===== config.mk =====
export PLATFORM = sky130hd
export DESIGN_NAME = inst_aligner_flat
export DESIGN_NICKNAME = d
export VERILOG_FILES = /design/src/icache_pkg.sv /design/src/fetch_line_if.sv /design/src/inst_aligner.sv /design/src/flat_wrapper.sv
export VERILOG_INCLUDE_DIRS = /design/src /design/src/include
export SDC_FILE = /design/constraint.sdc
export NUM_CORES = 1
export LEC_CHECK = 0
export ABC_AREA = 1
export BUFFER_PORTS_ARGS = -buffer_cell sky130_fd_sc_hd__buf_2
export CORE_AREA = 2 2 88 90
export DETAILED_ROUTE_END_ITERATION = 7
export DIE_AREA = 0 0 90 92
export PLACE_DENSITY = 0.7
export SLEW_MARGIN = 40
export SYNTH_ARGS = -nofsm -noshare
export SYNTH_HDL_FRONTEND = slang
export SYNTH_SLANG_ARGS = --single-unit

===== constraint.sdc =====
create_clock -name i_clk -period 2.6 [get_ports i_clk]
set_input_delay 0.39 -clock i_clk [delete_from_list [all_inputs] [get_ports i_clk]]
set_output_delay 0.39 -clock i_clk [all_outputs]
set_load 0.05 [all_outputs]

===== src/include/icache_settings.svh =====
// line size is fixed at 16 bytes (four words); replacement assumes exactly 2 ways; queue depth >= 3
`ifndef ICACHE_SETTINGS_SVH
`define ICACHE_SETTINGS_SVH

// ============================================================
// address and cache geometry
// ============================================================
`define ICACHE_ADDR_W      32   // physical address
`define ICACHE_LINE_BYTES  16   // four 32-bit words
`define ICACHE_SETS        16
`define ICACHE_WAYS        2    // round-robin bit per set

// ============================================================
// fetch queue
// ============================================================
// three slots are held back for lookups in S1, S2 and the next request
`define FETCH_QUEUE_DEPTH  4

`endif


===== src/icache_pkg.sv =====
// shared types for the fetch path; widths follow the settings header, 16-byte lines only
`default_nettype none

`include "icache_settings.svh"

package icache_pkg;

  typedef logic [`ICACHE_ADDR_W-1:0] addr_t;

  // address without the byte offset within a line
  typedef logic [`ICACHE_ADDR_W-$clog2(`ICACHE_LINE_BYTES)-1:0] line_base_t;

  typedef logic [$clog2(`ICACHE_SETS)-1:0] set_idx_t;
  typedef logic [$bits(line_base_t)-$bits(set_idx_t)-1:0] tag_t;

  typedef logic [8*`ICACHE_LINE_BYTES-1:0] line_data_t;
  typedef logic [1:0] word_idx_t;   // word within the line

  typedef struct packed {
    line_base_t base;
    word_idx_t  start;  // first word the front end asked for
    line_data_t data;
  } fetch_line_t;

  typedef enum logic [1:0] {
    IC_IDLE,
    IC_ADDR,   // AR beat pending
    IC_DATA,   // waiting on R beat
    IC_DRAIN   // refill after a flush, no replay
  } icache_state_t;

endpackage

`default_nettype wire


===== src/fetch_line_if.sv =====
// line transfer on valid and ready both high; payload must be held stable while valid waits
`timescale 1ns/1ps
`default_nettype none

interface fetch_line_if;
  import icache_pkg::*;

  logic       valid;
  logic       ready;
  line_base_t base;
  word_idx_t  start;
  line_data_t data;

  modport source (
    output valid,
    output base,
    output start,
    output data,
    input  ready
  );

  modport sink (
    input  valid,
    input  base,
    input  start,
    input  data,
    output ready
  );

  modport monitor (input valid, input ready, input base, input start, input data);

endinterface

`default_nettype wire


===== src/inst_aligner.sv =====
// hands out 32-bit words of the head line from its start word up; no compressed instructions
`timescale 1ns/1ps
`default_nettype none

module inst_aligner (
  input  logic              i_clk,
  input  logic              i_reset_n,
  input  logic              i_flush,
  fetch_line_if.sink        i_line,
  output logic              o_inst_valid,
  output logic [31:0]       o_inst,
  output icache_pkg::addr_t o_inst_addr,
  input  logic              i_inst_ready
);
  import icache_pkg::*;

  logic      r_in_line;   // head line partly consumed
  word_idx_t r_word;
  word_idx_t w_word;
  logic      w_fire;
  logic      w_last;

  assign w_word = r_in_line ? r_word : i_line.start;

  assign o_inst_valid = i_line.valid && !i_flush;
  assign o_inst       = i_line.data[32*w_word +: 32];
  assign o_inst_addr  = {i_line.base, w_word, 2'b00};

  assign w_fire = o_inst_valid && i_inst_ready;
  assign w_last = (w_word == 2'd3);

  assign i_line.ready = w_fire && w_last;   // pop with the last word

  always_ff @(posedge i_clk, negedge i_reset_n) begin
    if (!i_reset_n) begin
      r_in_line <= 1'b0;
      r_word    <= '0;
    end else if (i_flush) begin
      r_in_line <= 1'b0;
    end else if (w_fire) begin
      r_in_line <= !w_last;
      r_word    <= w_word + 2'd1;
    end
  end

endmodule

`default_nettype wire

===== src/flat_wrapper.sv =====
// flat-port wrapper written by rule: the top's interface ports become plain ports
module inst_aligner_flat import icache_pkg::*;
  (i_clk, i_reset_n, i_flush, o_inst_valid, o_inst, o_inst_addr, i_inst_ready, i_line_valid, i_line_base, i_line_start, i_line_data, i_line_ready);
  fetch_line_if i_line_i ();
  input  logic i_clk;
  input  logic i_reset_n;
  input  logic i_flush;
  output logic o_inst_valid;
  output logic [31:0] o_inst;
  output icache_pkg::addr_t o_inst_addr;
  input  logic i_inst_ready;
  input wire logic [$bits(i_line_i.valid)-1:0] i_line_valid;
  input wire logic [$bits(i_line_i.base)-1:0] i_line_base;
  input wire logic [$bits(i_line_i.start)-1:0] i_line_start;
  input wire logic [$bits(i_line_i.data)-1:0] i_line_data;
  output wire logic [$bits(i_line_i.ready)-1:0] i_line_ready;
  assign i_line_i.valid = i_line_valid;
  assign i_line_i.base = i_line_base;
  assign i_line_i.start = i_line_start;
  assign i_line_i.data = i_line_data;
  assign i_line_ready = i_line_i.ready;
  inst_aligner u_core (.i_clk(i_clk), .i_reset_n(i_reset_n), .i_flush(i_flush), .i_line(i_line_i), .o_inst_valid(o_inst_valid), .o_inst(o_inst), .o_inst_addr(o_inst_addr), .i_inst_ready(i_inst_ready));
endmodule

==> metrics.txt, run 1 <==
Crit Path Category register to primary output; starting DRC count in detailed routing 134; hold crit path type primary input to register; synth top area cells nand3_1 37%, inv_1 23%, nand2_1 12%; DIE AREA 8280 um2; GPL Wtd Cong 0.783; top-count cell post-synth nand3_1; Critical R2R Launch u_core.r_in_line$_DFFE_PN0P_; pre-CTS setup slack 0.430 ns; commonest cells in the netlist 160 x nand3_1, 133 x inv_1, 71 x nand2_1; status finished, final reports clean; DRC Markers 0; GRT Overall Usage 17.3%; combinational family with the most area after synthesis simple AND/OR/NAND/NOR gates; Hold Crit Depth 3; WL met1 2870 um; design area 2870 um2; headroom to the max-slew limit 65.0%; Worst Hold End u_core.r_in_line$_DFFE_PN0P_; top sig layer met4; 1st-pass router iterations 5; flops & latches, synth 3; Data required, critical path 2.21 ns; initial cell density of the core 29.3%; Hold Startpoint i_flush; pin count of the biggest net entering global routing 35; compound-cell area share of the yosys netlist 1.67%; via count 2980; multiplexer area fraction after synthesis 0%; clk buf depth 2; PwrDens 416 nW/um2; Area Overhead vs Synth 31.9%; Hold Violations, Final 0; Final Cycle Share 90.9%; CP Capture Type primary output; fmax 423 MHz; die width 90 um; HPWL after DPL 5950 um; CTS tree built; Detail Route Antenna Nets 0; row cnt 32; ys flop type dfrtp_1; clk slew on worst S/H paths 0.03 ns; Post-synth EDFFs 0; Pleak 2.10 nW; post-synthesis cell count 440; clock latency on the worst-skew pair 0.21 ns; Synth Warn # 0; first-pass GRT wire length 12100 um; synthesized area per cell 4.95 um2; number of fill cells 836; share of layout cells above drive strength 1 33.7%; met3 WL post-DR 605 um; CTS root buffer clkbuf_8; Met2 Wirelength 3730 um; worst-path cell chain inv_2 > o21ai_4 > buf_4 > nand3_1 > nand2_1 > buf_2; Setup WS post-layout 0.236 ns; CTS buffer count 3; CP max stage cell o21ai_4; placed cells 666; Critical Path AT 1.97 ns; Post-CTS Setup Bufs 0; Worst Skew 0.000680 ns; Max-Cap Viols 0; final slew viol count 0; RR Endpoint u_core.r_word[1]$_DFFE_PN0P_; WP buf/inv 3; Synth area leader nand3_1; vias per cell 4.44; CTS H-tree lvls 1; WL/cell 11.1 um; Yosys top cell area share 36.8%; dpl cell area 2820 um2; xor/xnor cell area share of the yosys netlist 0%; Die Y 92 um; Resized cells post-CTS 0; max incr delay on CP 0.44 ns; worst-path maximum fanout 18; vias in the first global route 2668; final wirelength 7470 um; fin cells 671; synthesized-area fraction occupied by and/or/nand/nor cells 50.4%; Worst setup SP type register; Final Critical Period 2.36 ns; unrepaired setup endpoints after global routing no; PortBufs 170; IO Count 229; Peak VDD IR 239 uV; CP top delay family buffers and inverters; Setup violations, final 0; R2R cell count 5; Pwr Total 1.20 mW; setup TNS 0 ns; register area share after synthesis 3.45%; Adder-Cell Fraction of Synth Area 0.574%; R2R setup slack 1.02 ns; total grt overflow 0; Ant. Diodes 0; Core Area 7450 um2; Clock Sink Count 3; FFs w/ async S/R, synth 100%; nets 734; worst-margin pin slew 0.523 ns; initial antenna violation count 0; Post-Syn Area 2180 um2; distinct cell type count after synthesis 19
sequential cells by signal, indices dropped and copies added, names as in the netlist:
register	count
u_core.r_in_line	1
u_core.r_word	2
area by class of cell:
class	count	area, um2	share of cell area, %
Clock buffer	4	45.0	1.57
Timing Repair Buffer	183	963	33.5
Tap cell	102	128	4.44
Inverter	134	503	17.5
Sequential cell	3	75.1	2.61
Multi-Input combinational cell	245	1160	40.4
worst min-delay path, stage by stage:
cell and delay, ns:
buf_2 0.09, or2_2 0.10, a21oi_1 0.05
power breakdown:
part | switching (mW) | internal, mW
sequential | 0.00568 | 0.0551
combinational | 0.707 | 0.293
clock | 0.0305 | 0.105
cells in the final DEF (no fill, tap or decap), drive strengths merged:
cell type / instances
ha: 1
clkbuf: 4
dlygate4sd3: 1
dfrtp: 3
conb: 2
inv: 134
nand2: 73
o21ai: 3
a21oi: 2
nor2: 3
or2: 1
nand3: 160
buf: 182
timing repair:
action                     CTS  global route
setup endpoints to repair    0             0
hold endpoints to repair     3             0
hold buffers                 1             0
kinds of logic (layout without fill, tap and decap cells):
| kind of cell | after synthesis | in the layout |
|---|---|---|
| AND/OR/NAND/NOR | 237 | 237 |
| buffers and inverters | 193 | 321 |
| AO/OA/AOI/OAI | 5 | 5 |
| flip-flops | 3 | 3 |
| adder cells (fa/ha/maj) | 1 | 1 |
| other | 1 | 2 |
layer usage:
layer | up-vias | track usage (%)
met3 | 26 | 3.12
li1 | 1550 | -
met1 | 1254 | 19.3
met5 | - | 0
met4 | 0 | 7.69
met2 | 150 | 32.0
worst max-delay path by stage:
stage | to | cells past startpoint | start
6_report | o_inst[9] | 6 | u_core.r_in_line$_DFFE_PN0P_
5_1_grt | o_inst[2] | 6 | u_core.r_in_line$_DFFE_PN0P_
4_1_cts | o_inst[9] | 6 | u_core.r_in_line$_DFFE_PN0P_
3_5_place_dp | o_inst[9] | 6 | u_core.r_in_line$_DFFE_PN0P_
3_3_place_gp | o_inst[20] | 6 | u_core.r_in_line$_DFFE_PN0P_
2_1_floorplan | i_line_ready | 4 | i_line_valid
through the flow:
stage | utilization [%] | hold WS (ns)
finish | 38.6 | 0.467
global route | 38.6 | 0.475
CTS | 38.6 | 0.464
detailed placement | 37.9 | 0.189
global placement | 37.9 | 0.186
floorplan | - | 0.0944
(Power assumes the default switching activity.)
==> inputs of run 2 (changes only) <==
--- a/config.mk
+++ b/config.mk
@@ -6,12 +6,10 @@
 export SDC_FILE = /design/constraint.sdc
 export NUM_CORES = 1
 export LEC_CHECK = 0
-export ABC_AREA = 1
 export BUFFER_PORTS_ARGS = -buffer_cell sky130_fd_sc_hd__buf_2
 export CORE_AREA = 2 2 88 90
 export DETAILED_ROUTE_END_ITERATION = 7
 export DIE_AREA = 0 0 90 92
-export PLACE_DENSITY = 0.7
 export SLEW_MARGIN = 40
 export SYNTH_ARGS = -nofsm -noshare
 export SYNTH_HDL_FRONTEND = slang
==> run 2 against run 1 <==
Setup slack improved by 0.018 ns; count of clock-buffer cells in the layout did not move; sequential power rose by 16%; first-iteration DRC count fell by 87%; global-route usage fell by 6.6 points; register-to-register slack got worse by 0.27 ns; sequential cell count did not move; sequential share of layout area rose by 0.71 points; power fell by 8.5%; routed wire length fell by 38%; synthesized cell count fell by 65%; critical path type unchanged.
==> metrics.txt, run 2 <==
CTS H-tree lvls 1; die width 90 um; status finished, final reports clean; largest registers u_core.r_word: 2 flops, u_core.r_in_line: 1 flops; 1st-pass router iterations 4; synth top area cells mux2i_1 65%, buf_4 15%, buf_12 6.7%; clock latency on the worst-skew pair 0.22 ns; CTS root buffer clkbuf_8; Area Overhead vs Synth 50.7%; Yosys top cell area share 64.7%; vias in the first global route 1647; Worst Hold End u_core.r_in_line$_DFFE_PN0P_; Met2 Wirelength 2590 um; Peak VDD IR 301 uV; met3 WL post-DR 488 um; Max-Cap Viols 0; GRT Overall Usage 10.7%; vias per cell 4.12; most common cell after layout, fill and taps aside buf_2; top-count cell post-synth mux2i_1; initial antenna violation count 0; via count 1622; Synth area leader mux2i_1; Worst setup SP type register; Hold Startpoint i_flush; pin count of the biggest net entering global routing 38; PortBufs 170; setup TNS 0 ns; Pleak 1.39 nW; Detail Route Antenna Nets 0; Resized cells post-CTS 0; flops & latches, synth 3; CTS tree built; ys flop type dfrtp_1; first-pass GRT wire length 7510 um; WL met1 1450 um; R2R cell count 5; register area share after synthesis 5.00%; Worst Skew 0.00220 ns; total grt overflow 0; clk slew on worst S/H paths 0.03 ns; synthesized area per cell 9.88 um2; PwrDens 484 nW/um2; IO Count 229; Top reg by flops u_core.r_word; final slew viol count 0; Post-synth EDFFs 0; GPL Wtd Cong 0.700; commonest cells in the netlist 97 x mux2i_1, 30 x buf_4, 5 x buf_12; initial cell density of the core 20.2%; Hold Crit Depth 2; placed cells 389; Final Util 30.4%; Critical Path AT 1.96 ns; hold crit path type primary input to register; row cnt 32; DIE AREA 8280 um2; Die Y 92 um; WL/cell 11.8 um; R2R setup slack 0.75 ns; Post-Syn Area 1500 um2; clk buf depth 2; Final Critical Period 2.35 ns; CTS buffer count 3; fmax 426 MHz; Setup violations, final 0; Ant. Diodes 0; share of layout cells above drive strength 1 62.3%; max reg flops 2; Synth Warn # 0; Core Area 7450 um2; distinct cell type count after synthesis 17; Clock Sink Count 3; final wirelength 4670 um; Critical R2R Launch u_core.r_in_line$_DFFE_PN0P_; Data required, critical path 2.21 ns; top sig layer met4; RR Endpoint u_core.r_word[1]$_DFFE_PN0P_; design area 2260 um2; number of fill cells 826; nets 457; commonest cells after routing, fill and taps aside 170 x buf_2, 96 x mux2i_1, 3 x clkbuf_8, 3 x buf_12, 3 x dfrtp_1; fin cells 394; Hold Violations, Final 0; worst-path maximum fanout 37; Crit Path Category register to primary output; unrepaired setup endpoints after global routing no; starting DRC count in detailed routing 18; HPWL after DPL 4100 um; FFs w/ async S/R, synth 100%; CP Capture Type primary output; Final Cycle Share 90.2%; DRC Markers 0; post-synthesis cell count 152; dpl cell area 2210 um2
==> run 2: worst max path at each step <==
stage / slack [ns] / endpoint / from
6_report: 0.25 / i_line_ready / u_core.r_in_line$_DFFE_PN0P_
5_1_grt: 0.15 / i_line_ready / u_core.r_in_line$_DFFE_PN0P_
4_1_cts: 0.24 / i_line_ready / u_core.r_in_line$_DFFE_PN0P_
3_5_place_dp: 0.47 / i_line_ready / u_core.r_in_line$_DFFE_PN0P_
3_3_place_gp: 0.51 / i_line_ready / u_core.r_in_line$_DFFE_PN0P_
2_1_floorplan: 0.27 / o_inst[10] / u_core.r_in_line$_DFFE_PN0P_
==> run 2: logic make-up (layout without fill, tap and decap cells) <==
logic type | count (synthesis) | in the layout | synth area share [%]
flops | 3 | 3 | 5.00
simple gates | 3 | 3 | 1.08
compound gates | 2 | 2 | 0.916
buf+inv | 42 | 181 | 24.3
fa+ha+maj | 1 | 1 | 0.833
other cells | 1 | 2 | 0.250
mux | 100 | 100 | 67.7
==> run 2: power by group <==
part	internal, mW	total, mW	switching (mW)
clock	0.105	0.137	0.0321
sequential	0.0580	0.0704	0.0125
combinational	0.320	0.888	0.568
==> run 2: cell type report <==
cell class | instances | area, um2 | area share, %
multi-input combinational | 108 | 1080 | 47.7
timing repair buffer | 175 | 928 | 41.0
tap | 102 | 128 | 5.64
sequential | 3 | 75.1 | 3.32
clock buffer | 4 | 45.0 | 1.99
inverter | 2 | 7.51 | 0.332
==> run 2: repair_timing <==
action | 4_1_cts | 5_1_grt
setup buffers | 0 | 0
endpoints found under the hold margin | 3 | 0
hold buffers | 1 | 0
==> run 2: metal layers <==
layer | global-route usage [%] | vias to the layer above
li1 | - | 802
met2 | 21.3 | 113
met4 | 4.87 | 0
met1 | 10.3 | 695
met5 | 0 | -
met3 | 2.63 | 12
==> run 2: metrics by stage <==
stage / setup slack [ns] / hold WS [ns] / power (mW)
6_report: 0.254 / 0.361 / 1.09
5_1_grt: 0.150 / 0.371 / 1.16
4_1_cts: 0.235 / 0.360 / 1.11
3_5_place_dp: 0.469 / 0.191 / 0.963
3_3_place_gp: 0.505 / 0.190 / 0.951
2_1_floorplan: 0.265 / 0.0944 / 0.876
==> run 2: worst max-delay path: stages (launching register included) <==
cell and delay [ns]:
dfrtp_1 0.48, mux2i_4 0.35, buf_12 0.28, inv_2 0.07
ha_1 0.19, and3_1 0.16, buf_2 0.20
