`src/include/icache_settings.svh`:
```
// line size is fixed at 16 bytes (four words); replacement assumes exactly 2 ways; queue depth >= 3
`ifndef ICACHE_SETTINGS_SVH
`define ICACHE_SETTINGS_SVH

// ============================================================
// address and cache geometry
// ============================================================
`define ICACHE_ADDR_W      32   // physical address
`define ICACHE_LINE_BYTES  16   // four 32-bit words
`define ICACHE_SETS        16
`define ICACHE_WAYS        2    // round-robin bit per set

// ============================================================
// fetch queue
// ============================================================
// three slots are held back for lookups in S1, S2 and the next request
`define FETCH_QUEUE_DEPTH  4

`endif

```
`src/icache_pkg.sv`:
```
// shared types for the fetch path; widths follow the settings header, 16-byte lines only
`default_nettype none

`include "icache_settings.svh"

package icache_pkg;

  typedef logic [`ICACHE_ADDR_W-1:0] addr_t;

  // address without the byte offset within a line
  typedef logic [`ICACHE_ADDR_W-$clog2(`ICACHE_LINE_BYTES)-1:0] line_base_t;

  typedef logic [$clog2(`ICACHE_SETS)-1:0] set_idx_t;
  typedef logic [$bits(line_base_t)-$bits(set_idx_t)-1:0] tag_t;

  typedef logic [8*`ICACHE_LINE_BYTES-1:0] line_data_t;
  typedef logic [1:0] word_idx_t;   // word within the line

  typedef struct packed {
    line_base_t base;
    word_idx_t  start;  // first word the front end asked for
    line_data_t data;
  } fetch_line_t;

  typedef enum logic [1:0] {
    IC_IDLE,
    IC_ADDR,   // AR beat pending
    IC_DATA,   // waiting on R beat
    IC_DRAIN   // refill after a flush, no replay
  } icache_state_t;

endpackage

`default_nettype wire

```
`src/fetch_line_if.sv`:
```
// line transfer on valid and ready both high; payload must be held stable while valid waits
`timescale 1ns/1ps
`default_nettype none

interface fetch_line_if;
  import icache_pkg::*;

  logic       valid;
  logic       ready;
  line_base_t base;
  word_idx_t  start;
  line_data_t data;

  modport source (
    output valid,
    output base,
    output start,
    output data,
    input  ready
  );

  modport sink (
    input  valid,
    input  base,
    input  start,
    input  data,
    output ready
  );

  modport monitor (input valid, input ready, input base, input start, input data);

endinterface

`default_nettype wire

```
`src/fetch_queue.sv`:
```
// line FIFO; push ready keeps three slots spare, which covers two lookups in flight plus one new
`timescale 1ns/1ps
`default_nettype none

`include "icache_settings.svh"

module fetch_queue #(
  parameter int DEPTH = `FETCH_QUEUE_DEPTH
) (
  input  logic         i_clk,
  input  logic         i_reset_n,
  input  logic         i_flush,
  fetch_line_if.sink   i_push,
  fetch_line_if.source o_pop
);
  import icache_pkg::*;

  localparam int PTR_W = $clog2(DEPTH);
  localparam int CNT_W = $clog2(DEPTH + 1);

  fetch_line_t      r_mem [DEPTH];
  logic [PTR_W-1:0] r_wr_ptr;
  logic [PTR_W-1:0] r_rd_ptr;
  logic [CNT_W-1:0] r_count;
  logic             w_push;
  logic             w_pop;

  assign w_push = i_push.valid;   // room was reserved when the lookup started
  assign w_pop  = o_pop.valid && o_pop.ready && !i_flush;

  assign i_push.ready = (r_count <= CNT_W'(DEPTH - 3));
  assign o_pop.valid  = (r_count != '0);
  assign o_pop.base   = r_mem[r_rd_ptr].base;
  assign o_pop.start  = r_mem[r_rd_ptr].start;
  assign o_pop.data   = r_mem[r_rd_ptr].data;

  always_ff @(posedge i_clk, negedge i_reset_n) begin
    if (!i_reset_n) begin
      r_wr_ptr <= '0;
      r_rd_ptr <= '0;
      r_count  <= '0;
    end else if (i_flush) begin
      r_wr_ptr <= '0;
      r_rd_ptr <= '0;
      r_count  <= '0;
    end else begin
      if (w_push) begin
        r_wr_ptr <= (r_wr_ptr == PTR_W'(DEPTH - 1)) ? '0 : r_wr_ptr + 1'b1;
      end
      if (w_pop) begin
        r_rd_ptr <= (r_rd_ptr == PTR_W'(DEPTH - 1)) ? '0 : r_rd_ptr + 1'b1;
      end
      r_count <= r_count + CNT_W'(w_push) - CNT_W'(w_pop);
    end
  end

  always_ff @(posedge i_clk) begin
    if (w_push) begin
      r_mem[r_wr_ptr] <= '{base: i_push.base, start: i_push.start, data: i_push.data};
    end
  end

  // cache only launches lookups with room reserved
  a_no_overflow: assert property (@(posedge i_clk) disable iff (!i_reset_n)
    i_push.valid |-> (r_count < CNT_W'(DEPTH)));

endmodule

`default_nettype wire

```
`src/flat_wrapper.sv`:
```
// flat-port wrapper written by rule: the top's interface ports become plain ports
module fetch_queue_flat import icache_pkg::*;
#(
  parameter int DEPTH = `FETCH_QUEUE_DEPTH
)
  (i_clk, i_reset_n, i_flush, i_push_valid, i_push_base, i_push_start, i_push_data, i_push_ready, o_pop_valid, o_pop_base, o_pop_start, o_pop_data, o_pop_ready);
  fetch_line_if i_push_i ();
  fetch_line_if o_pop_i ();
  input  logic i_clk;
  input  logic i_reset_n;
  input  logic i_flush;
  input wire logic [$bits(i_push_i.valid)-1:0] i_push_valid;
  input wire logic [$bits(i_push_i.base)-1:0] i_push_base;
  input wire logic [$bits(i_push_i.start)-1:0] i_push_start;
  input wire logic [$bits(i_push_i.data)-1:0] i_push_data;
  output wire logic [$bits(i_push_i.ready)-1:0] i_push_ready;
  output wire logic [$bits(o_pop_i.valid)-1:0] o_pop_valid;
  output wire logic [$bits(o_pop_i.base)-1:0] o_pop_base;
  output wire logic [$bits(o_pop_i.start)-1:0] o_pop_start;
  output wire logic [$bits(o_pop_i.data)-1:0] o_pop_data;
  input wire logic [$bits(o_pop_i.ready)-1:0] o_pop_ready;
  assign i_push_i.valid = i_push_valid;
  assign i_push_i.base = i_push_base;
  assign i_push_i.start = i_push_start;
  assign i_push_i.data = i_push_data;
  assign i_push_ready = i_push_i.ready;
  assign o_pop_valid = o_pop_i.valid;
  assign o_pop_base = o_pop_i.base;
  assign o_pop_start = o_pop_i.start;
  assign o_pop_data = o_pop_i.data;
  assign o_pop_i.ready = o_pop_ready;
  fetch_queue #(.DEPTH(DEPTH)) u_core (.i_clk(i_clk), .i_reset_n(i_reset_n), .i_flush(i_flush), .i_push(i_push_i), .o_pop(o_pop_i));
endmodule
```
`config.mk`:
```
export PLATFORM = sky130hd
export DESIGN_NAME = fetch_queue_flat
export DESIGN_NICKNAME = d
export VERILOG_FILES = /design/src/icache_pkg.sv /design/src/fetch_line_if.sv /design/src/fetch_queue.sv /design/src/flat_wrapper.sv
export VERILOG_INCLUDE_DIRS = /design/src /design/src/include
export SDC_FILE = /design/constraint.sdc
export NUM_CORES = 1
export LEC_CHECK = 0
export ABC_AREA = 1
export BUFFER_PORTS_ARGS = -buffer_cell sky130_fd_sc_hd__buf_2
export CORE_ASPECT_RATIO = 0.7
export CORE_UTILIZATION = 40
export DETAILED_ROUTE_END_ITERATION = 7
export GPL_ROUTABILITY_DRIVEN = 0
export SYNTH_ARGS = -nofsm -noshare
export SYNTH_HDL_FRONTEND = slang
export SYNTH_SLANG_ARGS = --single-unit
```
`constraint.sdc`:
```
create_clock -name i_clk -period 10.1 [get_ports i_clk]
set_input_delay 3.03 -clock i_clk [delete_from_list [all_inputs] [get_ports i_clk]]
set_output_delay 3.03 -clock i_clk [all_outputs]
set_load 0.05 [all_outputs]
```
==> out/metrics.cfg, run 1 <==
[run_status]
outcome = complete, no violations

[worst_setup_path]
critical_path.max_fanout = 89
cp_num_buf_inv = 3
cp-start-kind = flop
cp_slowest_cell = dfrtp_4
critPathMaxStageDelay_ps = 880
worst_setup_path_end_kind = output port
cp_top_family = buffers and inverters
cp_common_cell = buf_4
crit_chain = buf_4, buf_4, o21ai_0, o22ai_1, buf_2
crit_type = reg2out
worstPathRequired_ps = 7070
critPathArrivalTime_ps = 3950

[yosys]
synthCells = 1585
syn_nets = 1756
yosys-top-cells-count = edfxtp_1, nor2_1, o21ai_0
synth.area.top_cells = edfxtp_1, o21ai_0, nor2_1
async_flop_share = 0.0110
post-synth-top-area-cell = edfxtp_1
synth.distinct_cells = 20
synth_edf_count = 632
synth_ff_type = edfxtp_1
seq_area_frac_synth = 0.808
syn-cell-area_um2 = 23700
synth_top_area_share = 0.801
ys_warn_count = 0
synth-seq-cells = 639
synth_most_common_cell = edfxtp_1
syn_avg_cell_area_um2 = 15.0

[sta]
hold_ws_ps = 619
final.setup_skew_ps = 19.3
rsz0062_at_grt = no
fin_crit_ps = 6980
worstMarginPinSlew_ps = 1130
setup_viol = 0
relSlewSlack = 0.245
slew_violations = 0
hold_violations = 0
tns_ps = 0
finalCritPeriodShare = 0.691
fmax_ghz = 0.143

[finish]
final-instance-count-excl-fill = 2732
fin_area_um2 = 27900
drive_above_1_share = 0.221
finalNetCount = 2052
area_delta_synth_final_pct = 17.5
nFillCells = 5071
regArea_um2 = 19200
multi_input_area_um2 = 3980

[clock_tree]
cts_hold_buf = 0
cts_tree = yes
cts_buffers = 60
cts_sinks = 639
clk_pin_slew_worst_paths_ps = 60
worstSkewPairLatency_ps = 610
post_cts.repair.setup_buffers = 0
cts_resized = 0
clockRootBuffer = clkbuf_16
htree_levels = 2
clockBufferDepth = 3

[global_routing]
grt_max_degree = 125
grt_usage = 0.174
top_usage_layer = met2
grt_pass1_vias = 13700
grt_pass1_wl_um = 80300
grt_overflow = 0
gr-usage-met3 = 0.0467
antenna_found_initial = 10
grt_use_met2 = 0.284
gr-usage-met1 = 0.230

[floorplan]
ios = 323
initial_core_util = 0.406
rows = 74
core_area_um2 = 58400
die_h_um = 206
die_w_um = 293
die-area_um2 = 60300

[power]
power.density_nw_per_um2 = 268
p_leak_nw = 9.60
ir_drop_uv = 155

[routing]
drt-vias-per-instance = 5.14
routedWlPerCell_um = 19.6
route.detailed.drc = 0
ant_nets = 0
routed_wl_um = 53600
firstDrtPassIters = 5
drtIter0Drc = 986
dr_total_vias = 14000

[placed_design]
dp.cells = 2617
dpl.hpwl_um = 28800
port_buffers = 322
placed_area_um2 = 26000

[worst_hold_path]
hold_class = reg2reg

[flow_run]
drv_cap = 0

-- through the flow --
step / total power, W / util / setup slack [ps]
final: 0.00746 / 0.477 / 3120
after global routing: 0.00777 / 0.477 / 2810
after CTS: 0.00753 / 0.476 / 3080
after detailed placement: 0.00538 / 0.445 / 3760
after global placement: 0.00535 / 0.445 / 3850
after floorplan: 0.00482 / - / 3480
-- sequential cells by signal (all words and copies together), names as in the netlist --
| register | count |
|---|---|
| u_core.r_rd_ptr | 2 |
| u_core.r_wr_ptr | 2 |
| u_core.r_mem | 632 |
| u_core.r_count | 3 |
-- placed cells by master, fill, tap and decap left out --
| master | n |
|---|---|
| nor2_1 | 323 |
| ha_1 | 7 |
| dfrtp_1 | 5 |
| clkbuf_16 | 61 |
| clkinv_1 | 13 |
| clkinv_4 | 1 |
| buf_2 | 322 |
| o21ai_0 | 317 |
| buf_4 | 17 |
| edfxtp_1 | 632 |
| nand2_1 | 9 |
| o22ai_1 | 158 |
| diode_2 | 7 |
| inv_8 | 1 |
| clkbuf_8 | 2 |
| dfrtp_4 | 2 |
| nand3_1 | 4 |
| o21ai_1 | 2 |
| inv_4 | 1 |
| inv_6 | 8 |
| clkinv_2 | 3 |
| bufinv_16 | 4 |
| a21oi_1 | 1 |
| fa_1 | 1 |
| clkinvlp_4 | 2 |
| nand4_1 | 2 |
| clkbuf_1 | 18 |
| inv_1 | 10 |
| or2_2 | 1 |
-- where the power goes --
group          switching (W)  internal [W]
sequential         0.0000524       0.00304
combinational        0.00177      0.000436
clock               0.000937       0.00122
total                0.00276       0.00470
-- cells by family after synthesis --
| kind of cell | count (synthesis) | share of synthesized area |
|---|---|---|
| flip-flops | 639 | 0.808 |
| AO/OA/AOI/OAI | 478 | 0.109 |
| AND/OR/NAND/NOR | 339 | 0.0542 |
| buffers and inverters | 121 | 0.0241 |
| adder cells (fa/ha/maj) | 8 | 0.00454 |
-- worst register-to-register path, cell delays in order, from the launching register on --
cell and delay [ps]:
dfrtp_4 420, buf_4 660, buf_4 960, nand2_1 190
inv_1 90, nor2_1 40, nand4_1 60, nand2_1 50
-- final cells by class --
| type | instances | area share |
|---|---|---|
| sequential | 639 | 0.688 |
| multi-input combinational | 825 | 0.143 |
| timing repair buffer | 339 | 0.0624 |
| clock buffer | 81 | 0.0582 |
| tap | 798 | 0.0358 |
| clock inverter | 27 | 0.00871 |
| inverter | 16 | 0.00323 |
| antenna | 7 | 0.000629 |
-- path summary, 6_finish.rpt --
check,start,to,slack (ps),depth (start not counted)
max in group asynchronous,i_reset_n,u_core.r_rd_ptr[0],7680,1
max,u_core.r_rd_ptr[0],o_pop_data[87],3120,5
min in group asynchronous,i_reset_n,u_core.r_count[1],2240,1
min reg2reg,u_core.r_wr_ptr[0],u_core.r_wr_ptr[0],620,3
min,u_core.r_wr_ptr[0],u_core.r_wr_ptr[0],620,3
max reg2reg,u_core.r_rd_ptr[1],u_core.r_rd_ptr[1],7530,7
-- layer usage --
metal	vias up	part of all wire
met2	375	0.47
li1	6602	-
met3	83	0.073
met5	-	0.0013
met4	12	0.020
met1	6973	0.43
No activity file was read; power rests on OpenSTA's default activity.
==> run 2, diff against run 1 <==
- clock period: 10.1 -> 5.6 ns (I/O delays scaled with it)
==> run 2 against run 1 <==
Against the previous run: global-route usage decreased by 0.23 points; worst hold slack improved by 10 ps; wire length fell by 0.76%; via count fell by 0.11%; core utilization increased by 0.55 points; count of clock-buffer cells in the layout fell by 16; combinational power grew 84%; register-to-register slack lost 4200 ps; largest cell class unchanged.
==> out/metrics.cfg, run 2 (same netlist as run 1, synthesis figures left out) <==
[clock_tree]
htree_levels = 2  ; unchanged
cts_hold_buf = 0  ; unchanged
clk_pin_slew_worst_paths_ps = 60  ; about the same
cts_buffers = 60  ; unchanged
clockRootBuffer = clkbuf_16
clockBufferDepth = 3  ; unchanged
worstSkewPairLatency_ps = 610  ; about the same
cts_sinks = 639  ; unchanged
post_cts.repair.setup_buffers = 0  ; unchanged
cts_resized = 0  ; unchanged
cts_tree = yes

[power]
p_leak_nw = 9.73  ; +1.4%
power.density_nw_per_um2 = 488  ; +82%
ir_drop_uv = 276  ; +77%

[worst_setup_path]
worstPathRequired_ps = 3920  ; -3150 ps
cp-start-kind = flop
critPathArrivalTime_ps = 2930  ; -1020 ps
worst_setup_path_end_kind = output port
rr_startpoint = u_core.r_wr_ptr[0]
crit_type = reg2out
crit_start = u_core.r_rd_ptr[1]
critical_path.max_fanout = 58  ; -35%

[routing]
firstDrtPassIters = 5  ; unchanged
routed_wl_um = 53200  ; -0.76%
route.detailed.drc = 0  ; unchanged
drtIter0Drc = 910  ; -7.7%
drt-vias-per-instance = 5.13  ; -0.22%
routedWlPerCell_um = 19.5  ; -0.87%
dr_total_vias = 14000  ; -0.11%
ant_nets = 0  ; unchanged

[placed_design]
place_ws_ps = 1600  ; -2160 ps
port_buffers = 322  ; unchanged
dpl.hpwl_um = 28900  ; +0.47%

[sta]
rsz0062_at_grt = no
postLayoutSetupSlackWorst_ps = 989  ; -2130 ps
hold_violations = 0  ; unchanged
slew_violations = 0  ; unchanged
worstMarginPinSlew_ps = 981  ; -153 ps
fmax_ghz = 0.217
fin_crit_ps = 4610
relSlewSlack = 0.346  ; +0.102
tns_ps = 0  ; unchanged
hold_ws_ps = 629  ; +10.2 ps
finalCritPeriodShare = 0.823
setup_viol = 0  ; unchanged
final.setup_skew_ps = 23.1  ; +3.79 ps

[worst_hold_path]
hold_class = reg2reg
hold_start = u_core.r_wr_ptr[0]

[floorplan]
die-area_um2 = 60300  ; unchanged
core_area_um2 = 58400  ; unchanged
ios = 323  ; unchanged
initial_core_util = 0.406  ; unchanged
die_h_um = 206  ; unchanged
rows = 74  ; unchanged
die_w_um = 293  ; unchanged

[finish]
final_common_cell = edfxtp_1
area_delta_synth_final_pct = 18.8
finalNetCount = 2058  ; +0.29%
drive_above_1_share = 0.228  ; +0.00771
nFillCells = 5052  ; -0.37%
reg.largest.list = u_core.r_mem x632, u_core.r_count x3
regMostFlops = u_core.r_mem
final_cell_mix = edfxtp_1, nor2_1, buf_2
largest_reg_flops = 632  ; unchanged
fin_util = 0.482  ; +0.00548

[flow_run]
drv_cap = 0  ; unchanged

[global_routing]
grt_max_degree = 123  ; -1.6%
grt_pass1_wl_um = 79600  ; -0.92%
grt_pass1_vias = 13600  ; -0.71%
grt_overflow = 0  ; unchanged
grt_usage = 0.172  ; -0.00227
antenna_found_initial = 12  ; +2

[run_status]
outcome = complete, no violations

run 2: worst paths after layout:
| kind | slack [ps] | cells past startpoint | end |
|---|---|---|---|
| min in group asynchronous | 920 | 1 | u_core.r_count[1] |
| max in group asynchronous | 4490 | 1 | u_core.r_rd_ptr[1] |
| worst min-delay path | 630 | 3 | u_core.r_wr_ptr[0] |
| worst min register to register | 630 | 3 | u_core.r_wr_ptr[0] |
| worst max-delay path | 990 | 5 | o_pop_base[13] |
| worst max register to register | 3370 | 5 | u_core.r_mem[0][138] |
run 2: power breakdown:
part / internal (W) / switching, W
Combinational: 0.000823 / 0.00322
Sequential: 0.00548 / 0.0000754
Clock: 0.00243 / 0.00170
Total: 0.00874 / 0.00500
run 2: worst max-delay path: stages, from the launching register on:
cell	delay, ps
dfrtp_4	740
inv_4	350
buf_4	440
o21ai_0	170
o22ai_1	230
buf_2	310
run 2: metal layers:
layer | wire length, µm | global-route usage
met5 | 109 | 0
met4 | 1020 | 0.0479
met3 | 3770 | 0.0479
met2 | 25500 | 0.282
met1 | 22800 | 0.224
run 2: layout make-up:
type,count,area (µm²),area share
diodes,5,12.5,0.000444
clock buffers,65,1540,0.0547
clock inverters,42,465,0.0165
inverters,16,90.1,0.00320
multi-input cells,825,3980,0.141
flip-flops and latches,639,19200,0.680
well taps,798,998,0.0354
repair buffers,345,1920,0.0682
run 2: through the flow:
step	cell area, µm²	std cells	power, W
2_1_floorplan	23700	1585	0.00870
3_3_place_gp	26200	2623	0.00969
3_5_place_dp	26200	2623	0.00975
4_1_cts	28200	2730	0.0139
5_1_grt	28200	2733	0.0143
6_report	28200	2735	0.0137
