==> config.mk <==
export PLATFORM = sky130hd
export DESIGN_NAME = icache_flat
export DESIGN_NICKNAME = d
export VERILOG_FILES = /design/src/icache_pkg.sv /design/src/fetch_line_if.sv /design/src/icache.sv /design/src/icache_way.sv /design/src/flat_wrapper.sv
export VERILOG_INCLUDE_DIRS = /design/src /design/src/include
export SDC_FILE = /design/constraint.sdc
export NUM_CORES = 2
export LEC_CHECK = 0
export ABC_CLOCK_PERIOD_IN_PS = 21000
export BUFFER_PORTS_ARGS = -buffer_cell sky130_fd_sc_hd__buf_2
export CAP_MARGIN = 25
export CORE_UTILIZATION = 57
export CTS_CLUSTER_SIZE = 8
export DETAILED_ROUTE_END_ITERATION = 7
export PLACE_DENSITY = 0.73
export SYNTH_ARGS = -nofsm -noshare
export SYNTH_HDL_FRONTEND = slang
export SYNTH_MEMORY_MAX_BITS = 65536
export SYNTH_SLANG_ARGS = --single-unit
==> constraint.sdc <==
create_clock -name i_clk -period 21 [get_ports i_clk]
set_clock_uncertainty 0.05 [all_clocks]
set_input_delay 4.2 -clock i_clk [delete_from_list [all_inputs] [get_ports i_clk]]
set_output_delay 4.2 -clock i_clk [all_outputs]
set_load 0.005 [all_outputs]
==> src/include/icache_settings.svh <==
// line size is fixed at 16 bytes (four words); replacement assumes exactly 2 ways; queue depth >= 3
`ifndef ICACHE_SETTINGS_SVH
`define ICACHE_SETTINGS_SVH

// ============================================================
// address and cache geometry
// ============================================================
`define ICACHE_ADDR_W      32   // physical address
`define ICACHE_LINE_BYTES  16   // four 32-bit words
`define ICACHE_SETS        16
`define ICACHE_WAYS        2    // round-robin bit per set

// ============================================================
// fetch queue
// ============================================================
// three slots are held back for lookups in S1, S2 and the next request
`define FETCH_QUEUE_DEPTH  4

`endif

==> src/icache_pkg.sv <==
// shared types for the fetch path; widths follow the settings header, 16-byte lines only
`default_nettype none

`include "icache_settings.svh"

package icache_pkg;

  typedef logic [`ICACHE_ADDR_W-1:0] addr_t;

  // address without the byte offset within a line
  typedef logic [`ICACHE_ADDR_W-$clog2(`ICACHE_LINE_BYTES)-1:0] line_base_t;

  typedef logic [$clog2(`ICACHE_SETS)-1:0] set_idx_t;
  typedef logic [$bits(line_base_t)-$bits(set_idx_t)-1:0] tag_t;

  typedef logic [8*`ICACHE_LINE_BYTES-1:0] line_data_t;
  typedef logic [1:0] word_idx_t;   // word within the line

  typedef struct packed {
    line_base_t base;
    word_idx_t  start;  // first word the front end asked for
    line_data_t data;
  } fetch_line_t;

  typedef enum logic [1:0] {
    IC_IDLE,
    IC_ADDR,   // AR beat pending
    IC_DATA,   // waiting on R beat
    IC_DRAIN   // refill after a flush, no replay
  } icache_state_t;

endpackage

`default_nettype wire

==> src/fetch_line_if.sv <==
// line transfer on valid and ready both high; payload must be held stable while valid waits
`timescale 1ns/1ps
`default_nettype none

interface fetch_line_if;
  import icache_pkg::*;

  logic       valid;
  logic       ready;
  line_base_t base;
  word_idx_t  start;
  line_data_t data;

  modport source (
    output valid,
    output base,
    output start,
    output data,
    input  ready
  );

  modport sink (
    input  valid,
    input  base,
    input  start,
    input  data,
    output ready
  );

  modport monitor (input valid, input ready, input base, input start, input data);

endinterface

`default_nettype wire

==> src/icache.sv <==
// 2-way icache, 16-byte lines refilled by four single AXI4-Lite reads; push side must never be full
`timescale 1ns/1ps
`default_nettype none

`include "icache_settings.svh"

module icache (
  input  logic               i_clk,
  input  logic               i_reset_n,
  input  logic               i_req_valid,
  input  icache_pkg::addr_t  i_req_addr,
  output logic               o_req_ready,
  input  logic               i_flush,
  input  logic               i_fence_i,
  output icache_pkg::addr_t  o_araddr,
  output logic               o_arvalid,
  input  logic               i_arready,
  input  logic [31:0]        i_rdata,
  input  logic               i_rvalid,
  output logic               o_rready,
  output logic [2:0]         o_arprot,
  fetch_line_if.source       o_line
);
  import icache_pkg::*;

  localparam int OFF_W = $clog2(`ICACHE_LINE_BYTES);
  localparam int WAYS  = `ICACHE_WAYS;

  icache_state_t r_state;
  logic          r_run;          // low through reset
  logic          r_fence_pend;
  logic          w_clear;

  logic          w_accept;
  logic          w_replay;
  logic          w_s0_valid;
  addr_t         w_s0_addr;

  logic          r_s1_valid;
  addr_t         r_s1_addr;
  logic [WAYS-1:0] w_s1_hit;
  logic          w_s1_miss;

  logic          r_s2_valid;
  logic [WAYS-1:0] r_s2_hit;
  addr_t         r_s2_addr;
  line_data_t    w_way_data [WAYS];
  line_data_t    w_s2_data;

  addr_t         r_miss_addr;
  set_idx_t      w_miss_idx;
  logic [1:0]    r_beat;
  logic          r_ar_done;      // drain only, AR of current word taken
  line_data_t    r_line;
  line_data_t    w_fill_data;
  logic          w_beat;
  logic          w_fill;
  logic [`ICACHE_SETS-1:0] r_repl;

  // ============================================================
  // S0: new request or replay of a finished refill
  // ============================================================
  assign o_req_ready = r_run && (r_state == IC_IDLE) && !w_s1_miss && o_line.ready;
  assign w_accept    = i_req_valid && o_req_ready;
  assign w_replay    = w_fill && (r_state == IC_DATA) && !i_flush;
  assign w_s0_valid  = w_accept || w_replay;
  assign w_s0_addr   = w_replay ? r_miss_addr : i_req_addr;

  assign w_clear = (i_fence_i || r_fence_pend) && (r_state == IC_IDLE);

  assign w_miss_idx  = r_miss_addr[OFF_W +: $bits(set_idx_t)];
  assign w_fill_data = {i_rdata, r_line[$bits(line_data_t)-33:0]};   // last beat goes on top

  for (genvar w = 0; w < WAYS; w++) begin : g_way
    tag_t w_tag;
    logic w_tag_valid;

    icache_way way_i (
      .i_clk       (i_clk),
      .i_reset_n   (i_reset_n),
      .i_clear     (w_clear),
      .i_rd_index  (w_s0_addr[OFF_W +: $bits(set_idx_t)]),
      .i_wr        (w_fill && (r_repl[w_miss_idx] == 1'(w))),
      .i_wr_index  (w_miss_idx),
      .i_wr_tag    (r_miss_addr[`ICACHE_ADDR_W-1 -: $bits(tag_t)]),
      .i_wr_data   (w_fill_data),
      .o_tag       (w_tag),
      .o_tag_valid (w_tag_valid),
      .o_data      (w_way_data[w])
    );

    assign w_s1_hit[w] = w_tag_valid && (w_tag == r_s1_addr[`ICACHE_ADDR_W-1 -: $bits(tag_t)]);
  end

  // ============================================================
  // S1 compare, S2 select and push
  // ============================================================
  assign w_s1_miss = r_s1_valid && !(|w_s1_hit) && !i_flush;

  always_ff @(posedge i_clk, negedge i_reset_n) begin
    if (!i_reset_n) begin
      r_s1_valid <= 1'b0;
      r_s2_valid <= 1'b0;
      r_s2_hit   <= '0;
    end else begin
      r_s1_valid <= w_s0_valid;   // taken in the flush cycle, so it is post-flush
      r_s2_valid <= r_s1_valid && (|w_s1_hit) && !i_flush;
      r_s2_hit   <= w_s1_hit;
    end
  end

  always_ff @(posedge i_clk) begin
    r_s1_addr <= w_s0_addr;
    r_s2_addr <= r_s1_addr;
  end

  always_comb begin
    w_s2_data = '0;
    for (int w = 0; w < WAYS; w++) begin
      if (r_s2_hit[w]) begin
        w_s2_data = w_s2_data | w_way_data[w];
      end
    end
  end

  assign o_line.valid = r_s2_valid && !i_flush;
  assign o_line.base  = r_s2_addr[`ICACHE_ADDR_W-1:OFF_W];
  assign o_line.start = r_s2_addr[OFF_W-1:2];
  assign o_line.data  = w_s2_data;

  // ============================================================
  // miss FSM and AXI4-Lite read master
  // ============================================================
  assign w_beat = i_rvalid && ((r_state == IC_DATA) || ((r_state == IC_DRAIN) && r_ar_done));
  assign w_fill = w_beat && (r_beat == 2'd3);

  assign o_arvalid = (r_state == IC_ADDR) || ((r_state == IC_DRAIN) && !r_ar_done);
  assign o_araddr  = {r_miss_addr[`ICACHE_ADDR_W-1:OFF_W], r_beat, 2'b00};
  assign o_rready  = 1'b1;
  assign o_arprot  = 3'b100;   // instruction, secure, unprivileged

  always_ff @(posedge i_clk, negedge i_reset_n) begin
    if (!i_reset_n) begin
      r_state      <= IC_IDLE;
      r_run        <= 1'b0;
      r_beat       <= '0;
      r_ar_done    <= 1'b0;
      r_fence_pend <= 1'b0;
      r_repl       <= '0;
    end else begin
      r_run        <= 1'b1;
      r_fence_pend <= !w_clear && (r_fence_pend || i_fence_i);
      if (w_fill) begin
        r_repl[w_miss_idx] <= ~r_repl[w_miss_idx];
      end
      if (w_beat) begin
        r_beat <= r_beat + 2'd1;
      end
      case (r_state)
        IC_IDLE: begin
          if (w_s1_miss) begin
            r_state <= IC_ADDR;
            r_beat  <= '0;
          end
        end
        IC_ADDR: begin
          if (i_flush) begin
            r_state   <= IC_DRAIN;
            r_ar_done <= i_arready;
          end else if (i_arready) begin
            r_state <= IC_DATA;
          end
        end
        IC_DATA: begin
          if (w_fill) begin
            r_state <= IC_IDLE;
          end else if (i_flush) begin
            r_state   <= IC_DRAIN;
            r_ar_done <= !w_beat;   // flush while this word is still outstanding
          end else if (w_beat) begin
            r_state <= IC_ADDR;
          end
        end
        IC_DRAIN: begin
          if (!r_ar_done) begin
            r_ar_done <= i_arready;
          end else if (w_beat) begin
            r_ar_done <= 1'b0;
            if (w_fill) begin
              r_state <= IC_IDLE;
            end
          end
        end
        default: r_state <= IC_IDLE;
      endcase
    end
  end

  always_ff @(posedge i_clk) begin
    if ((r_state == IC_IDLE) && w_s1_miss) begin
      r_miss_addr <= r_s1_addr;
    end
    if (w_beat) begin
      r_line[32*r_beat +: 32] <= i_rdata;
    end
  end

  a_hit_onehot: assert property (@(posedge i_clk) disable iff (!i_reset_n)
    r_s1_valid |-> $onehot0(w_s1_hit));

  a_ar_stable: assert property (@(posedge i_clk) disable iff (!i_reset_n)
    o_arvalid && !i_arready |=> o_arvalid && $stable(o_araddr));

endmodule

`default_nettype wire

==> src/icache_way.sv <==
// one cache way; tag read takes one cycle, data read lags it by one more, write wins on same index
`timescale 1ns/1ps
`default_nettype none

`include "icache_settings.svh"

module icache_way (
  input  logic                   i_clk,
  input  logic                   i_reset_n,
  input  logic                   i_clear,
  input  icache_pkg::set_idx_t   i_rd_index,
  input  logic                   i_wr,
  input  icache_pkg::set_idx_t   i_wr_index,
  input  icache_pkg::tag_t       i_wr_tag,
  input  icache_pkg::line_data_t i_wr_data,
  output icache_pkg::tag_t       o_tag,
  output logic                   o_tag_valid,
  output icache_pkg::line_data_t o_data
);
  import icache_pkg::*;

  tag_t                    r_tags [`ICACHE_SETS];
  line_data_t              r_lines [`ICACHE_SETS];
  logic [`ICACHE_SETS-1:0] r_valid;
  set_idx_t                r_s1_index;   // index seen by the tag read last cycle
  logic                    w_tag_fwd;
  logic                    w_data_fwd;

  assign w_tag_fwd  = i_wr && (i_wr_index == i_rd_index);
  assign w_data_fwd = i_wr && (i_wr_index == r_s1_index);

  always_ff @(posedge i_clk, negedge i_reset_n) begin
    if (!i_reset_n) begin
      r_valid     <= '0;
      o_tag_valid <= 1'b0;
    end else begin
      if (i_clear) begin
        r_valid <= '0;
      end else if (i_wr) begin
        r_valid[i_wr_index] <= 1'b1;
      end
      // a lookup in the fence cycle already sees the cleared tags
      o_tag_valid <= !i_clear && (w_tag_fwd || r_valid[i_rd_index]);
    end
  end

  always_ff @(posedge i_clk) begin
    if (i_wr) begin
      r_tags[i_wr_index]  <= i_wr_tag;
      r_lines[i_wr_index] <= i_wr_data;
    end
    o_tag      <= w_tag_fwd ? i_wr_tag : r_tags[i_rd_index];
    r_s1_index <= i_rd_index;
    o_data     <= w_data_fwd ? i_wr_data : r_lines[r_s1_index];   // lands in S2
  end

endmodule

`default_nettype wire

==> src/flat_wrapper.sv <==
// flat-port wrapper written by rule: the top's interface ports become plain ports
module icache_flat import icache_pkg::*;
  (i_clk, i_reset_n, i_req_valid, i_req_addr, o_req_ready, i_flush, i_fence_i, o_araddr, o_arvalid, i_arready, i_rdata, i_rvalid, o_rready, o_arprot, o_line_valid, o_line_base, o_line_start, o_line_data, o_line_ready);
  fetch_line_if o_line_i ();
  input  logic i_clk;
  input  logic i_reset_n;
  input  logic i_req_valid;
  input  icache_pkg::addr_t i_req_addr;
  output logic o_req_ready;
  input  logic i_flush;
  input  logic i_fence_i;
  output icache_pkg::addr_t o_araddr;
  output logic o_arvalid;
  input  logic i_arready;
  input  logic [31:0] i_rdata;
  input  logic i_rvalid;
  output logic o_rready;
  output logic [2:0] o_arprot;
  output wire logic [$bits(o_line_i.valid)-1:0] o_line_valid;
  output wire logic [$bits(o_line_i.base)-1:0] o_line_base;
  output wire logic [$bits(o_line_i.start)-1:0] o_line_start;
  output wire logic [$bits(o_line_i.data)-1:0] o_line_data;
  input wire logic [$bits(o_line_i.ready)-1:0] o_line_ready;
  assign o_line_valid = o_line_i.valid;
  assign o_line_base = o_line_i.base;
  assign o_line_start = o_line_i.start;
  assign o_line_data = o_line_i.data;
  assign o_line_i.ready = o_line_ready;
  icache u_core (.i_clk(i_clk), .i_reset_n(i_reset_n), .i_req_valid(i_req_valid), .i_req_addr(i_req_addr), .o_req_ready(o_req_ready), .i_flush(i_flush), .i_fence_i(i_fence_i), .o_araddr(o_araddr), .o_arvalid(o_arvalid), .i_arready(i_arready), .i_rdata(i_rdata), .i_rvalid(i_rvalid), .o_rready(o_rready), .o_arprot(o_arprot), .o_line(o_line_i));
endmodule
==> impl_metrics.py <==
metrics = {
    "status": {
        "run_status": "finished, final reports clean",
    },
    "synthesis": {
        "yosys_most_used_dff": "edfxtp_1",
        "synth_edf_count": 4990,
        "synth_most_common_cell": "edfxtp_1",
        "yosysSeqAreaShare_pct": 78.8,
        "synthTopCellsByCount": "4990 x edfxtp_1, 1456 x mux4_2, 255 x clkbuf_1, 129 x a22o_1, 106 x mux2i_1",
        "synth.area.top_cells": "edfxtp_1 77%, mux4_2 17%, dfrtp_1 0.79%",
        "ys.warnings.count": 0,
        "yosys.area_share.simple_pct": 0.858,
        "synth_compound_area_share_pct": 1.09,
        "post_synth_xor_area_fraction_pct": 0.321,
        "yosysTopAreaCell": "edfxtp_1",
        "synth_top_area_share_pct": 77.4,
        "synth-seq-cells": 5111,
        "synth_top_family_by_area": "multiplexers",
        "synth_cells": 7833,
        "synth.distinct_cells": 65,
        "muxShareOfSynthArea_pct": 17.8,
        "netlist_area_um2": 194000,
        "synth_async_sr_flop_share_pct": 1.19,
        "synthAdderAreaFrac_pct": 0.0323,
        "syn_avg_cell_area_um2": 24.7,
    },
    "sta": {
        "worst_slew_pin_slew_ns": 1.15,
        "hold_viol_final": 0,
        "setup_tns_ns": 0,
        "fin_crit_sh_pct": 52.7,
        "drv_slew": 0,
        "slew_headroom_pct": 23.5,
        "holdWs_ns": 0.305,
        "setup_viol": 0,
        "timing.fmax_mhz": 90.4,
        "period_minus_slack_ns": 11.06,
        "rsz0062_at_grt": "false",
    },
    "global_routing": {
        "grt_max_degree": 154,
        "grt_pass1_wl_mm": 707,
        "gr-total-overflow": 0,
        "antenna_found_initial": 42,
        "grt_pass1_vias": 95400,
        "gr-usage-all-layers_pct": 29.7,
    },
    "floorplanning": {
        "die_h_um": 585,
        "ios": 269,
        "die_area_um2": 342000,
        "initial_core_util_pct": 57.4,
        "rows": 213,
        "die_x_um": 585,
        "core_um2": 337000,
    },
    "worst_hold_path": {
        "min_to": "u_core.r_s2_addr[2]",
        "hp-class": "flip-flop to flip-flop",
        "min_path_cells": 0,
        "min_from": "u_core.r_s1_addr[2]",
    },
    "pwr": {
        "peakVddDrop_mv": 0.0897,
        "p_sw_w": 0.00502,
        "seqPwrFrac_pct": 50.2,
        "power_density_nw_per_um2": 104,
        "p_int_w": 0.0180,
        "clkPwrFrac_pct": 44.3,
        "p_leak_nw": 70.1,
        "total_power_w": 0.0231,
        "p_comb_share_pct": 5.5,
        "switching_share_pct": 21.8,
    },
    "detailed_routing": {
        "vias_per_cell": 6.97,
        "post-route-drc-count": 0,
        "wl_mm": 507,
        "drt-met1-wl_mm": 183,
        "avgRoutedWirePerCell_um": 38.1,
        "num_vias": 92700,
        "drtIter0Drc": 14300,
        "highest_layer": "met5",
        "wl_met3_mm": 58.6,
        "drtPass1Iterations": 6,
        "ant_nets": 0,
        "wl_met2_mm": 247,
    },
    "clocking": {
        "cts_root_buf": "clkbuf_16",
        "clockBufferDepth": 4,
        "numCtsBuffers": 709,
        "postCtsHoldBufs": 0,
        "post_cts_buffers": 0,
        "cts_sinks": 5111,
        "htreeDepth": 6,
        "cts_tree": "built",
        "cts_resized": 0,
        "path_clk_slew_ns": 0.05,
        "insertion_delay_ns": 1.08,
    },
    "cells_and_area": {
        "utilization_pct": 65.5,
        "area_growth_pct": 14.1,
        "layout-drive-gt1-share_pct": 32.0,
        "nNetsFinal": 8651,
    },
    "worst_setup_path": {
        "r2r_slack_ns": 14.47,
        "critical_path_class": "flip-flop to output pin",
        "critPathLaunchType": "flip-flop",
        "r2r_start": "u_core.r_state[0]",
        "r2r_cells": 8,
        "worstReg2RegEnd": "u_core.g_way[1].way_i.r_lines[3][41]",
        "cp.required_ns": 16.75,
        "critical_path.endpoint_type": "output pin",
        "worstPathMaxFanout": 122,
        "crit_arrival_ns": 6.81,
    },
    "place": {
        "portBuffers": 260,
        "hpwl_mm": 226,
        "gp_congestion": 0.800,
    },
    "run": {
        "drv_cap": 0,
    },
}
worst max-delay path, cell delays in order (launching register included):
cell and delay, ns:
dfxtp_4 0.87, buf_4 0.79, buf_4 0.73, buf_12 0.70, buf_12 0.74, mux4_2 0.66
mux4_2 0.53, a22o_1 0.27, buf_2 0.13
sequential cells by signal, summed over array words and instances (netlist names), 16 cells and up:
name,flops
u_core.r_s2_addr,30
u_core.r_line,96
u_core.g_way.way_i.r_tags,768
u_core.r_miss_addr,30
u_core.g_way.way_i.r_valid,32
u_core.r_repl,16
u_core.g_way.way_i.r_lines,4096
u_core.r_s1_addr,30
layout make-up:
cell class / instances / area, um^2
Sequential cell: 5111 / 153000
Fill cell: 20300 / 116000
Multi-Input combinational cell: 2267 / 39200
Clock buffer: 839 / 18400
Tap cell: 4515 / 5650
Timing Repair Buffer: 473 / 3830
Clock inverter: 52 / 961
Antenna cell: 37 / 92.6
Inverter: 12 / 45.0
cells by family after synthesis:
kind of cell | count (synthesis)
AOI/OAI and AO/OA | 270
xor gates and xnor gates | 71
adders and majority gates | 5
buffers and inverters | 460
DFF | 5111
muxes | 1611
other | 2
and+or+nand+nor | 303
power by group through the flow:
stage               Clock (W)  Sequential [W]  Combinational (W)
floorplan                   0          0.0117           0.000875
global placement            0          0.0117            0.00121
detailed placement          0          0.0118            0.00123
CTS                    0.0103          0.0116            0.00125
global route           0.0107          0.0116            0.00132
finish                 0.0102          0.0116            0.00126
how the worst max path moves through the flow:
stage / depth (start not counted) / start / slack, ns / end
final: 8 / u_core.r_s2_addr[4] / 9.94 / o_line_data[69]
after CTS: 9 / u_core.r_s2_addr[5] / 9.67 / o_line_data[69]
after global placement: 8 / u_core.r_s2_addr[5] / 10.67 / o_line_data[60]
after detailed placement: 8 / u_core.r_s2_addr[4] / 10.85 / o_line_data[60]
after global routing: 8 / u_core.r_s2_addr[4] / 9.36 / o_line_data[60]
after floorplan: 6 / i_rvalid / 0.25 / u_core.g_way[0].way_i.r_lines[0][0]
through the flow:
step / cells / setup slack (ns) / instance area, um^2
after global routing: 13300 / 9.36 / 221000
after CTS: 13200 / 9.67 / 220000
final: 13300 / 9.94 / 221000
after floorplan: 7838 / 0.251 / 194000
after detailed placement: 12400 / 10.85 / 201000
after global placement: 12300 / 10.67 / 201000
cells in the final DEF (no fill, tap or decap), types with 20 or more instances in the layout:
cell and n:
nor2b_1 20, mux2i_1 106, clkbuf_1 123, dfxtp_1 52, nand2_1 36, clkbuf_16 716, a22o_1 129, mux4_2 1456
edfxtp_1 4990, xnor2_1 48, o21a_1 34, mux2_2 44, xor2_1 23, diode_2 37, dfrtp_1 59, nor2_1 50
buf_2 260, and2_1 101, buf_12 41, buf_16 20, buf_4 150
metal layers:
layer | GRT usage [%] | vias up
li1 | - | 35100
met1 | 41.2 | 49500
met2 | 47.0 | 6996
met3 | 6.95 | 1046
met4 | 10.6 | 28
met5 | 0.350 | -
No activity file was read; power rests on OpenSTA's default activity.
